==> config.mk <==
export PLATFORM = sky130hd
export DESIGN_NAME = n64_frontend_top
export DESIGN_NICKNAME = d
export VERILOG_FILES = /design/src/n64_frontend_pkg.sv /design/src/aspect_ratio_select.sv /design/src/cart_download.sv /design/src/llapi_pad_mapper.sv /design/src/n64_frontend_top.sv /design/src/player_allocator.sv
export VERILOG_INCLUDE_DIRS = /design/src /design/src/src
export SDC_FILE = /design/constraint.sdc
export NUM_CORES = 1
export LEC_CHECK = 0
export CAP_MARGIN = 20
export CORE_AREA = 2 2 211 213
export CTS_CLUSTER_SIZE = 8
export DETAILED_ROUTE_END_ITERATION = 16
export DIE_AREA = 0 0 213 215
export DONT_BUFFER_PORTS = 1
export PLACE_DENSITY_LB_ADDON = 0.05
export SLEW_MARGIN = 20
export SYNTH_ARGS = -nofsm -noshare
export SYNTH_HDL_FRONTEND = slang
export SYNTH_SLANG_ARGS = --single-unit
==> constraint.sdc <==
create_clock -name clk_1x -period 7.1 [get_ports clk_1x]
set_input_delay 0.355 -clock clk_1x [delete_from_list [all_inputs] [get_ports clk_1x]]
set_output_delay 0.355 -clock clk_1x [all_outputs]
set_load 0.05 [all_outputs]
==> src/n64_frontend_macros.svh <==
// Shared constants for the N64 front end, included by RTL files that decode downloads or pads
`ifndef N64_FRONTEND_MACROS_SVH
`define N64_FRONTEND_MACROS_SVH

// ============================================================
// Download transfer indices (low six bits of the index)
// ============================================================
`define N64FE_IDX_PIF 6'd0
`define N64FE_IDX_N64 6'd1
`define N64FE_IDX_GB 6'd2

// Byte offset of the Game Boy cartridge image in RAM
`define N64FE_GB_BASE 27'd8388608

// ============================================================
// LLAPI controller constants
// ============================================================
// Raw stick bytes are unsigned around this value
`define N64FE_STICK_CENTER 8'd128

// Both codes mean no usable controller on the port
`define N64FE_TYPE_NONE 8'd0
`define N64FE_TYPE_SEARCH 8'd255

`endif

==> src/n64_frontend_pkg.sv <==
// Types shared by the N64 front end modules, imported where a module body needs them
`default_nettype none

package n64_frontend_pkg;

	// ============================================================
	// Plain vector types
	// ============================================================
	typedef logic [26:0] dl_addr_t;
	typedef logic [15:0] dl_data_t;
	typedef logic [31:0] ram_word_t;
	typedef logic [9:0] pif_addr_t;
	typedef logic [7:0] dl_index_t;
	typedef logic signed [7:0] stick_t;
	typedef logic [31:0] llapi_buttons_t;
	typedef logic [12:0] ar_coord_t;

	// Bit 0 is dpad right, bit 13 is C left
	typedef logic [13:0] pad_buttons_t;

	// ============================================================
	// Bundles
	// ============================================================
	// Host download stream, wr pulses once per 16-bit beat
	typedef struct packed {
		logic download;
		dl_index_t index;
		dl_addr_t addr;
		dl_data_t dout;
		logic wr;
	} dl_stream_t;

	// Decoded LLAPI controller, sticks still raw
	typedef struct packed {
		llapi_buttons_t buttons;
		logic [7:0] stick_x;
		logic [7:0] stick_y;
		logic [7:0] ctrl_type;
		logic en;
	} llapi_port_t;

	typedef struct packed {
		pad_buttons_t buttons;
		stick_t stick_x;
		stick_t stick_y;
	} player_pad_t;

	typedef struct packed {
		logic pal;
		logic [1:0] crop;
		logic blanks_off;
		logic direct_fb;
		logic [1:0] ar_mode;
	} video_cfg_t;

	// Game Boy beat packer
	typedef enum logic [1:0] {
		GB_LOW,
		GB_HIGH,
		GB_WAIT
	} gb_pack_state_t;

endpackage

`default_nettype wire

==> src/aspect_ratio_select.sv <==
// Registers the HDMI aspect ratio from video standard, vertical crop and user override
`timescale 1ns/1ps
`default_nettype none

module aspect_ratio_select (
	input wire logic clk_1x,
	input wire logic RESET,
	input wire n64_frontend_pkg::video_cfg_t cfg,
	output n64_frontend_pkg::ar_coord_t ar_x,
	output n64_frontend_pkg::ar_coord_t ar_y
);
	import n64_frontend_pkg::*;

	ar_coord_t core_x;
	ar_coord_t core_y;
	ar_coord_t next_x;
	ar_coord_t next_y;

	// ============================================================
	// Core ratio table
	// ============================================================
	always_comb begin
		next_x = core_x;
		next_y = core_y;
		if (cfg.blanks_off || cfg.direct_fb) begin
			next_x = 13'd4;
			next_y = 13'd3;
		end else if (cfg.pal) begin
			case (cfg.crop)
				2'd0: begin
					next_x = 13'd512;
					next_y = 13'd387;
				end
				2'd1: begin
					next_x = 13'd1024;
					next_y = 13'd731;
				end
				2'd2: begin
					next_x = 13'd2048;
					next_y = 13'd1419;
				end
				// Crop 3 holds the last ratio
				default: ;
			endcase
		end else begin
			case (cfg.crop)
				2'd0: begin
					next_x = 13'd512;
					next_y = 13'd381;
				end
				2'd1: begin
					next_x = 13'd1280;
					next_y = 13'd889;
				end
				2'd2: begin
					next_x = 13'd2560;
					next_y = 13'd1714;
				end
				default: ;
			endcase
		end
	end

	always_ff @(posedge clk_1x) begin
		if (!RESET) begin
			core_x <= 13'd4;
			core_y <= 13'd3;
			ar_x <= 13'd4;
			ar_y <= 13'd3;
		end else begin
			core_x <= next_x;
			core_y <= next_y;
			if (cfg.ar_mode == 2'd0) begin
				ar_x <= next_x;
				ar_y <= next_y;
			end else begin
				// Scaler preset index, y of zero marks it
				ar_x <= {11'd0, cfg.ar_mode - 2'd1};
				ar_y <= '0;
			end
		end
	end

endmodule

`default_nettype wire

==> src/cart_download.sv <==
// Routes the host download stream to the PIF ROM, the N64 ROM copy and Game Boy RAM writes
`timescale 1ns/1ps
`default_nettype none
`include "n64_frontend_macros.svh"

module cart_download (
	input wire logic clk_1x,
	input wire logic RESET,
	input wire n64_frontend_pkg::dl_stream_t dl,
	input wire logic ram_ready,
	output logic dl_wait,
	output logic pif_wren,
	output n64_frontend_pkg::pif_addr_t pif_addr,
	output n64_frontend_pkg::ram_word_t pif_data,
	output logic ram_wr,
	output n64_frontend_pkg::dl_addr_t ram_addr,
	output n64_frontend_pkg::ram_word_t ram_data,
	output logic romcopy_start,
	output n64_frontend_pkg::dl_addr_t romcopy_size,
	output logic cart_loaded
);
	import n64_frontend_pkg::*;

	logic pif_active;
	logic n64_active;
	logic gb_active;
	logic download_d;
	logic n64_done;
	logic pif_beat;
	logic gb_beat;
	gb_pack_state_t gb_state;

	// ============================================================
	// Index decode, one cycle behind the stream
	// ============================================================
	always_ff @(posedge clk_1x) begin
		if (!RESET) begin
			pif_active <= 1'b0;
			n64_active <= 1'b0;
			gb_active <= 1'b0;
			download_d <= 1'b0;
		end else begin
			pif_active <= dl.download && (dl.index[5:0] == `N64FE_IDX_PIF);
			n64_active <= dl.download && (dl.index[5:0] == `N64FE_IDX_N64);
			gb_active <= dl.download && (dl.index[5:0] == `N64FE_IDX_GB);
			download_d <= dl.download;
		end
	end

	assign pif_beat = pif_active && dl.wr;
	assign gb_beat = gb_active && dl.wr && (gb_state != GB_WAIT);
	// Falling edge of an N64 cartridge transfer
	assign n64_done = !dl.download && download_d && (dl.index[5:0] == `N64FE_IDX_N64);

	// ============================================================
	// PIF ROM packer
	// ============================================================
	always_ff @(posedge clk_1x) begin
		if (!RESET) begin
			pif_wren <= 1'b0;
		end else begin
			pif_wren <= pif_beat && dl.addr[1];
		end
	end

	// Boot ROM expects each byte pair swapped
	always_ff @(posedge clk_1x) begin
		if (pif_beat) begin
			if (!dl.addr[1]) begin
				pif_data[31:16] <= {dl.dout[7:0], dl.dout[15:8]};
				pif_addr <= {dl.index[6], dl.addr[10:2]};
			end else begin
				pif_data[15:0] <= {dl.dout[7:0], dl.dout[15:8]};
			end
		end
	end

	// ============================================================
	// Game Boy packer
	// ============================================================
	always_ff @(posedge clk_1x) begin
		if (!RESET) begin
			gb_state <= GB_LOW;
			ram_wr <= 1'b0;
			dl_wait <= 1'b0;
		end else begin
			ram_wr <= 1'b0;
			if (!gb_active) begin
				gb_state <= GB_LOW;
				dl_wait <= 1'b0;
			end else begin
				case (gb_state)
					GB_LOW, GB_HIGH: begin
						if (gb_beat && dl.addr[1]) begin
							ram_wr <= 1'b1;
							dl_wait <= 1'b1;
							gb_state <= GB_WAIT;
						end else if (gb_beat) begin
							gb_state <= GB_HIGH;
						end
					end
					// Sender is held until the RAM takes the word
					GB_WAIT: begin
						if (ram_ready) begin
							dl_wait <= 1'b0;
							gb_state <= GB_LOW;
						end
					end
					default: gb_state <= GB_LOW;
				endcase
			end
		end
	end

	always_ff @(posedge clk_1x) begin
		if (gb_beat) begin
			if (!dl.addr[1]) begin
				ram_data[15:0] <= dl.dout;
				ram_addr <= dl.addr + `N64FE_GB_BASE;
			end else begin
				ram_data[31:16] <= dl.dout;
			end
		end
	end

	// ============================================================
	// N64 cartridge ROM copy start
	// ============================================================
	always_ff @(posedge clk_1x) begin
		if (!RESET) begin
			romcopy_start <= 1'b0;
			cart_loaded <= 1'b0;
		end else begin
			romcopy_start <= n64_done;
			if (n64_active) begin
				cart_loaded <= 1'b1;
			end
		end
	end

	always_ff @(posedge clk_1x) begin
		if (n64_done) begin
			romcopy_size <= dl.addr;
		end
	end

	// Write strobes only show up during a transfer of the right kind
	a_ram_wr_gb: assert property (@(posedge clk_1x) disable iff (!RESET)
		ram_wr |-> gb_active);
	a_pif_wren_pif: assert property (@(posedge clk_1x) disable iff (!RESET)
		pif_wren |-> pif_active);
	// Sender is only held inside a Game Boy transfer
	a_wait_gb: assert property (@(posedge clk_1x) disable iff (!RESET)
		dl_wait |-> gb_active);

endmodule

`default_nettype wire

==> src/llapi_pad_mapper.sv <==
// Maps one decoded LLAPI controller onto the console pad word with centred sticks
`timescale 1ns/1ps
`default_nettype none
`include "n64_frontend_macros.svh"

module llapi_pad_mapper (
	input wire n64_frontend_pkg::llapi_port_t port,
	output n64_frontend_pkg::player_pad_t pad,
	output logic present
);
	import n64_frontend_pkg::*;

	// ============================================================
	// Button remap, LLAPI ids are HID ids minus one
	// ============================================================
	always_comb begin
		pad.buttons = {
			port.buttons[2],
			port.buttons[3],
			port.buttons[9],
			port.buttons[8],
			port.buttons[4],
			port.buttons[7],
			port.buttons[6],
			port.buttons[5],
			port.buttons[0],
			port.buttons[1],
			// Dpad up, down, left, right
			port.buttons[27],
			port.buttons[26],
			port.buttons[25],
			port.buttons[24]
		};
		// Unsigned raw byte to signed axis
		pad.stick_x = stick_t'(port.stick_x - `N64FE_STICK_CENTER);
		pad.stick_y = stick_t'(port.stick_y - `N64FE_STICK_CENTER);
	end

	// Type 0 also covers an Atari pad, treated as absent
	assign present = port.en
		&& (port.ctrl_type != `N64FE_TYPE_NONE)
		&& (port.ctrl_type != `N64FE_TYPE_SEARCH);

endmodule

`default_nettype wire

==> src/n64_frontend_top.sv <==
// Top level of the N64 front end, joining download routing, pad mapping and aspect selection
`timescale 1ns/1ps
`default_nettype none

module n64_frontend_top (
	input wire logic clk_1x,
	input wire logic RESET,
	input wire n64_frontend_pkg::dl_stream_t dl,
	input wire logic ram_ready,
	output logic dl_wait,
	output logic pif_wren,
	output n64_frontend_pkg::pif_addr_t pif_addr,
	output n64_frontend_pkg::ram_word_t pif_data,
	output logic ram_wr,
	output n64_frontend_pkg::dl_addr_t ram_addr,
	output n64_frontend_pkg::ram_word_t ram_data,
	output logic romcopy_start,
	output n64_frontend_pkg::dl_addr_t romcopy_size,
	output logic cart_loaded,
	input wire n64_frontend_pkg::llapi_port_t llapi_a,
	input wire n64_frontend_pkg::llapi_port_t llapi_b,
	input wire n64_frontend_pkg::player_pad_t usb0,
	input wire n64_frontend_pkg::player_pad_t usb1,
	input wire n64_frontend_pkg::player_pad_t usb2,
	output n64_frontend_pkg::player_pad_t player0,
	output n64_frontend_pkg::player_pad_t player1,
	output n64_frontend_pkg::player_pad_t player2,
	output n64_frontend_pkg::player_pad_t player3,
	output logic osd_request,
	input wire n64_frontend_pkg::video_cfg_t video_cfg,
	output n64_frontend_pkg::ar_coord_t ar_x,
	output n64_frontend_pkg::ar_coord_t ar_y
);
	import n64_frontend_pkg::*;

	player_pad_t pad_a;
	player_pad_t pad_b;
	logic present_a;
	logic present_b;

	// ============================================================
	// Download path
	// ============================================================
	cart_download u_cart_download (
		.clk_1x(clk_1x),
		.RESET(RESET),
		.dl(dl),
		.ram_ready(ram_ready),
		.dl_wait(dl_wait),
		.pif_wren(pif_wren),
		.pif_addr(pif_addr),
		.pif_data(pif_data),
		.ram_wr(ram_wr),
		.ram_addr(ram_addr),
		.ram_data(ram_data),
		.romcopy_start(romcopy_start),
		.romcopy_size(romcopy_size),
		.cart_loaded(cart_loaded)
	);

	// ============================================================
	// Controllers
	// ============================================================
	llapi_pad_mapper u_map_a (
		.port(llapi_a),
		.pad(pad_a),
		.present(present_a)
	);

	llapi_pad_mapper u_map_b (
		.port(llapi_b),
		.pad(pad_b),
		.present(present_b)
	);

	player_allocator u_player_allocator (
		.ll_a(pad_a),
		.ll_b(pad_b),
		.present_a(present_a),
		.present_b(present_b),
		.raw_a(llapi_a.buttons),
		.raw_b(llapi_b.buttons),
		.usb0(usb0),
		.usb1(usb1),
		.usb2(usb2),
		.player0(player0),
		.player1(player1),
		.player2(player2),
		.player3(player3),
		.osd_request(osd_request)
	);

	// Video aspect
	aspect_ratio_select u_aspect_ratio_select (
		.clk_1x(clk_1x),
		.RESET(RESET),
		.cfg(video_cfg),
		.ar_x(ar_x),
		.ar_y(ar_y)
	);

endmodule

`default_nettype wire

==> src/player_allocator.sv <==
// Allocates LLAPI and USB pads to the four player slots and raises the OSD button request
`timescale 1ns/1ps
`default_nettype none

module player_allocator (
	input wire n64_frontend_pkg::player_pad_t ll_a,
	input wire n64_frontend_pkg::player_pad_t ll_b,
	input wire logic present_a,
	input wire logic present_b,
	input wire n64_frontend_pkg::llapi_buttons_t raw_a,
	input wire n64_frontend_pkg::llapi_buttons_t raw_b,
	input wire n64_frontend_pkg::player_pad_t usb0,
	input wire n64_frontend_pkg::player_pad_t usb1,
	input wire n64_frontend_pkg::player_pad_t usb2,
	output n64_frontend_pkg::player_pad_t player0,
	output n64_frontend_pkg::player_pad_t player1,
	output n64_frontend_pkg::player_pad_t player2,
	output n64_frontend_pkg::player_pad_t player3,
	output logic osd_request
);

	logic only_b;

	// Down, start and first face button held together
	function automatic logic osd_combo(input n64_frontend_pkg::llapi_buttons_t b);
		return b[26] && b[5] && b[0];
	endfunction

	// ============================================================
	// Slot allocation
	// ============================================================
	// Lone controller on port B takes player 1
	assign only_b = !present_a && present_b;

	always_comb begin
		if (only_b) begin
			player0 = ll_b;
			player1 = usb0;
			player2 = usb1;
			player3 = usb2;
		end else begin
			player0 = ll_a;
			player1 = ll_b;
			player2 = usb0;
			player3 = usb1;
		end
	end

	assign osd_request = osd_combo(raw_a) || osd_combo(raw_b);

endmodule

`default_nettype wire

==> results summary <==
The run finished with clean final reports. Entering global routing, the biggest net connects 76 pins. The number of input and output port buffers inserted came out at 0. The biggest cell delay along the critical path came out at a little under 1 ns. The cell at the root of the clock tree is clkbuf_16. The post-route cell area is just under 10,000 um^2. The critical path arrival came out at 2.84 ns. The final critical-path share of the clock period is 44.9%. Dividing total power by cell area gives a power density of 266 nW/um^2. The total standard cell area after synthesis came out at 7880 um^2. The H-tree level count came out at 4. The worst voltage drop across the vdd grid came out at 0.000123 V. The register clock-pin slew on the reported worst setup and hold paths is approximately 0.08 ns. The number of nets in the final layout is 812.

The flip-flop and latch count after synthesis is 191. The post-cts sizing count is 0. The worst setup path is captured at an output port. The number of global-route vias before repair is 4,718. Max-cap violations in this run came to 0. The number of hold-slack violations in the final timing report was 0. The number of endpoints failing setup at the final stage came out at 0.

The number of nets in the synthesized netlist came out at 759. Setup repair after global routing left no endpoint under its margin. Detailed placement ended at an HPWL of 19,900 um. The final weighted congestion of routability-driven global placement is 0.792. The signal on the critical path passes through nor4_1, a21boi_0, o221ai_4, buf_6, mux2i_1. The clock net in this run drives a total of between 150 and 200 sinks. For the worst-skew pair, the clock arrives at the later sink with an insertion delay of 0.44 ns. The fmax came out at 0.313 GHz.

The number of design rule violations left after detail routing is 0. The cell count after synthesis is 487. The first global-routing pass estimated approximately 35,000 um of wire. The endpoint of the most critical register-to-register path is u_cart_download.ram_data[24]. The standard-cell row count is 77.

Broken down by cell family, the worst path's largest delay share belongs to multiplexers. The startpoint identified for the worst hold timing path is RESET. The first TritonRoute pass finished after 6 iterations. The max-slew violation count came out at 0.

The via density per instance is 3.90. Counting instances, the worst hold path has a depth of 1. The overall power after layout is 0.00257 W. Leaving out fill and tap cells, the most frequent cells in the layout are 128 x edfxtp_1, 96 x mux2_4, 63 x dfxtp_1, 51 x dlygate4sd3_1, 22 x nor2_1.

The Yosys step of the flow raised 0 warnings. Global routing consumed, over all layers together, 10.9% of the routing resources. The number of antenna violations at the first check in global routing is 2. The share of final-layout standard cells stronger than drive strength 1 is ~29%. The highest-delay cell along the critical path is mux2i_1.

Across all register-to-register paths, the minimum setup slack is 5.28 ns. The number of synthesized flops with an enable pin is between 100 and 150. The class of the worst hold path is input port to register. The total CTS buffers came out at 17. The average cell area after synthesis is 16.2 um^2. For the final database, setup skew stands at 0.00832 ns. The setup TNS after final layout is 0 ns. The worst reg2reg path depth is 4. The headroom to the max-slew limit is 25.0%. STA classifies the critical path startpoint as an input port.

The static leakage power is around 3.5 nW. The fill cell instance count of the final layout came out at 4,583. At the pin with the least slew margin, the transition time is 1.09 ns. Among all flip-flop cells after synthesis, the most frequent one is edfxtp_1. The worst hold path terminates at u_aspect_ratio_select.ar_x[0]. The type of the worst setup path is input port to output port. The number of DRC markers in iteration 0 came out at 156. The die span in y is about 220 um. The largest driver fanout on the critical path came out at between 70 and 80. The library cell used most frequently in the layout, excluding fill and tap cells, is edfxtp_1. The die covers about 46,000 um^2. The total overflow left after global routing is 0. The per-cell routed wire length came out at 22.5 um. The number of buffers and inverters on the critical path is 1. The number of buffers on the longest clock path is 2. Wires add up to between 20,000 and 30,000 um.

The number of placed I/O pins came out at 547. The sequential element share of the synthesized area is 64.8%. The async set-reset flop share out of synthesis came out at 0%. The layout-stage area growth over the synthesis result came out at 22.4%. The starting utilization of the core area is 18.0%.

The region available for standard cell placement spans 43,600 um^2. The smallest clock period supported by the final layout is computed as 3.19 ns. The worst path required time came out at ~6.7 ns. The number of vias in the routed layout is 4,469. The placement-stage cell area came out at 8520 um^2.

The detail route stage leaves a number of antenna-violating nets equal to 0. TritonCTS built the clock tree. The number of different library cells in the post-synthesis netlist came out at 36. The die width is 213 um. The worst register-to-register path begins at u_cart_download.gb_state[0].
[cells in the mapped netlist (all sizes together) (3+ instances only)]
master  instances  area share (%)
mux2i           6            0.76
dfxtp          63              16
mux2          116              21
nor2b           7            0.56
nand3           3            0.19
inv            10            0.48
a21oi          10            0.64
nor4            6            0.48
buf            11             1.6
and3           11            0.87
or4             4            0.38
nor2           22             1.0
ha              5            0.79
edfxtp        128              49
nor3b           6            0.57
clkbuf         13            0.62
a21boi          3            0.29
nand2          13            0.62
o21ai           5            0.32
nand4           4            0.32
and2           10            0.79
nor3           14            0.89
[power by group]
part	internal (W)	switching [W]
combinational	0.000116	0.000276
sequential	0.00119	0.0000124
clock	0.000530	0.000443
[sequential cells by signal, summed over array words and instances, names as in the netlist]
register	flops
u_cart_download.gb_state	2
u_cart_download.n64_active	1
u_aspect_ratio_select.ar_x	13
u_cart_download.cart_loaded	1
u_cart_download.ram_wr	1
u_cart_download.pif_wren	1
u_cart_download.gb_active	1
u_aspect_ratio_select.core_x	13
u_cart_download.download_d	1
u_cart_download.ram_data	32
u_aspect_ratio_select.ar_y	13
u_cart_download.romcopy_start	1
u_aspect_ratio_select.core_y	13
u_cart_download.pif_active	1
u_cart_download.dl_wait	1
u_cart_download.pif_addr	10
u_cart_download.pif_data	32
u_cart_download.ram_addr	27
u_cart_download.romcopy_size	27
[how the worst max path moves through the flow]
| stage | cells after the start | from | endpoint | slack (ns) |
|---|---|---|---|---|
| after global placement | 5 | llapi_b[2] | player0[15] | 3.62 |
| after global routing | 5 | llapi_b[2] | player1[15] | 3.74 |
| after CTS | 5 | llapi_b[2] | player1[15] | 3.60 |
| after floorplan | 3 | u_cart_download.gb_state[0] | u_cart_download.ram_addr[0] | 2.91 |
| final | 5 | llapi_b[2] | player1[15] | 3.91 |
| after detailed placement | 5 | llapi_b[2] | player1[15] | 3.60 |
[per-stage QoR]
| stage | hold slack [ns] | cells | setup slack (ns) | util [%] |
|---|---|---|---|---|
| global placement | 0.435 | 1062 | 3.62 | 19.5 |
| detailed placement | 0.431 | 1062 | 3.60 | 19.5 |
| CTS | 0.0139 | 1145 | 3.60 | 22.1 |
| finish | 0.0614 | 1146 | 3.91 | 22.1 |
| floorplan | 0.405 | 487 | 2.91 | - |
| global route | 0.0156 | 1146 | 3.74 | 22.1 |
[metal layers]
| metal | GRT usage, % | part of all wire [%] |
|---|---|---|
| met1 | 11.3 | 36 |
| met4 | 4.29 | 1.9 |
| met2 | 19.5 | 53 |
| met5 | 0 | 0.046 |
| met3 | 4.38 | 8.7 |
[kinds of logic (layout without fill, tap and decap cells)]
logic type                 after synthesis  in the layout  synth area share [%]
muxes                                  122            122                  21.9
and+or+nand+nor                        107            107                  7.42
buffers and inverters                   34            100                  2.67
other                                    0              1                     0
xor gates and xnor gates                 2              2                 0.222
DFF                                    191            191                  64.8
AOI/OAI and AO/OA                       26             26                  2.14
adders and majority gates                5              5                 0.794
[final cells by class]
cell class	instances	area (um^2)	share of cell area [%]
multi-input cells	262	2580	26.8
inverters	10	37.5	0.389
flip-flops and latches	191	5100	52.9
well taps	592	741	7.68
clock buffers	17	425	4.41
repair buffers	58	567	5.88
diodes	1	2.50	0.0260
clock inverters	15	180	1.87
[what timing repair did]
action                    in CTS  in global routing
hold buffers                  51                  0
hold endpoints to repair     137                  0
setup buffers                  0                  0
No activity file was read; power rests on OpenSTA's default activity.
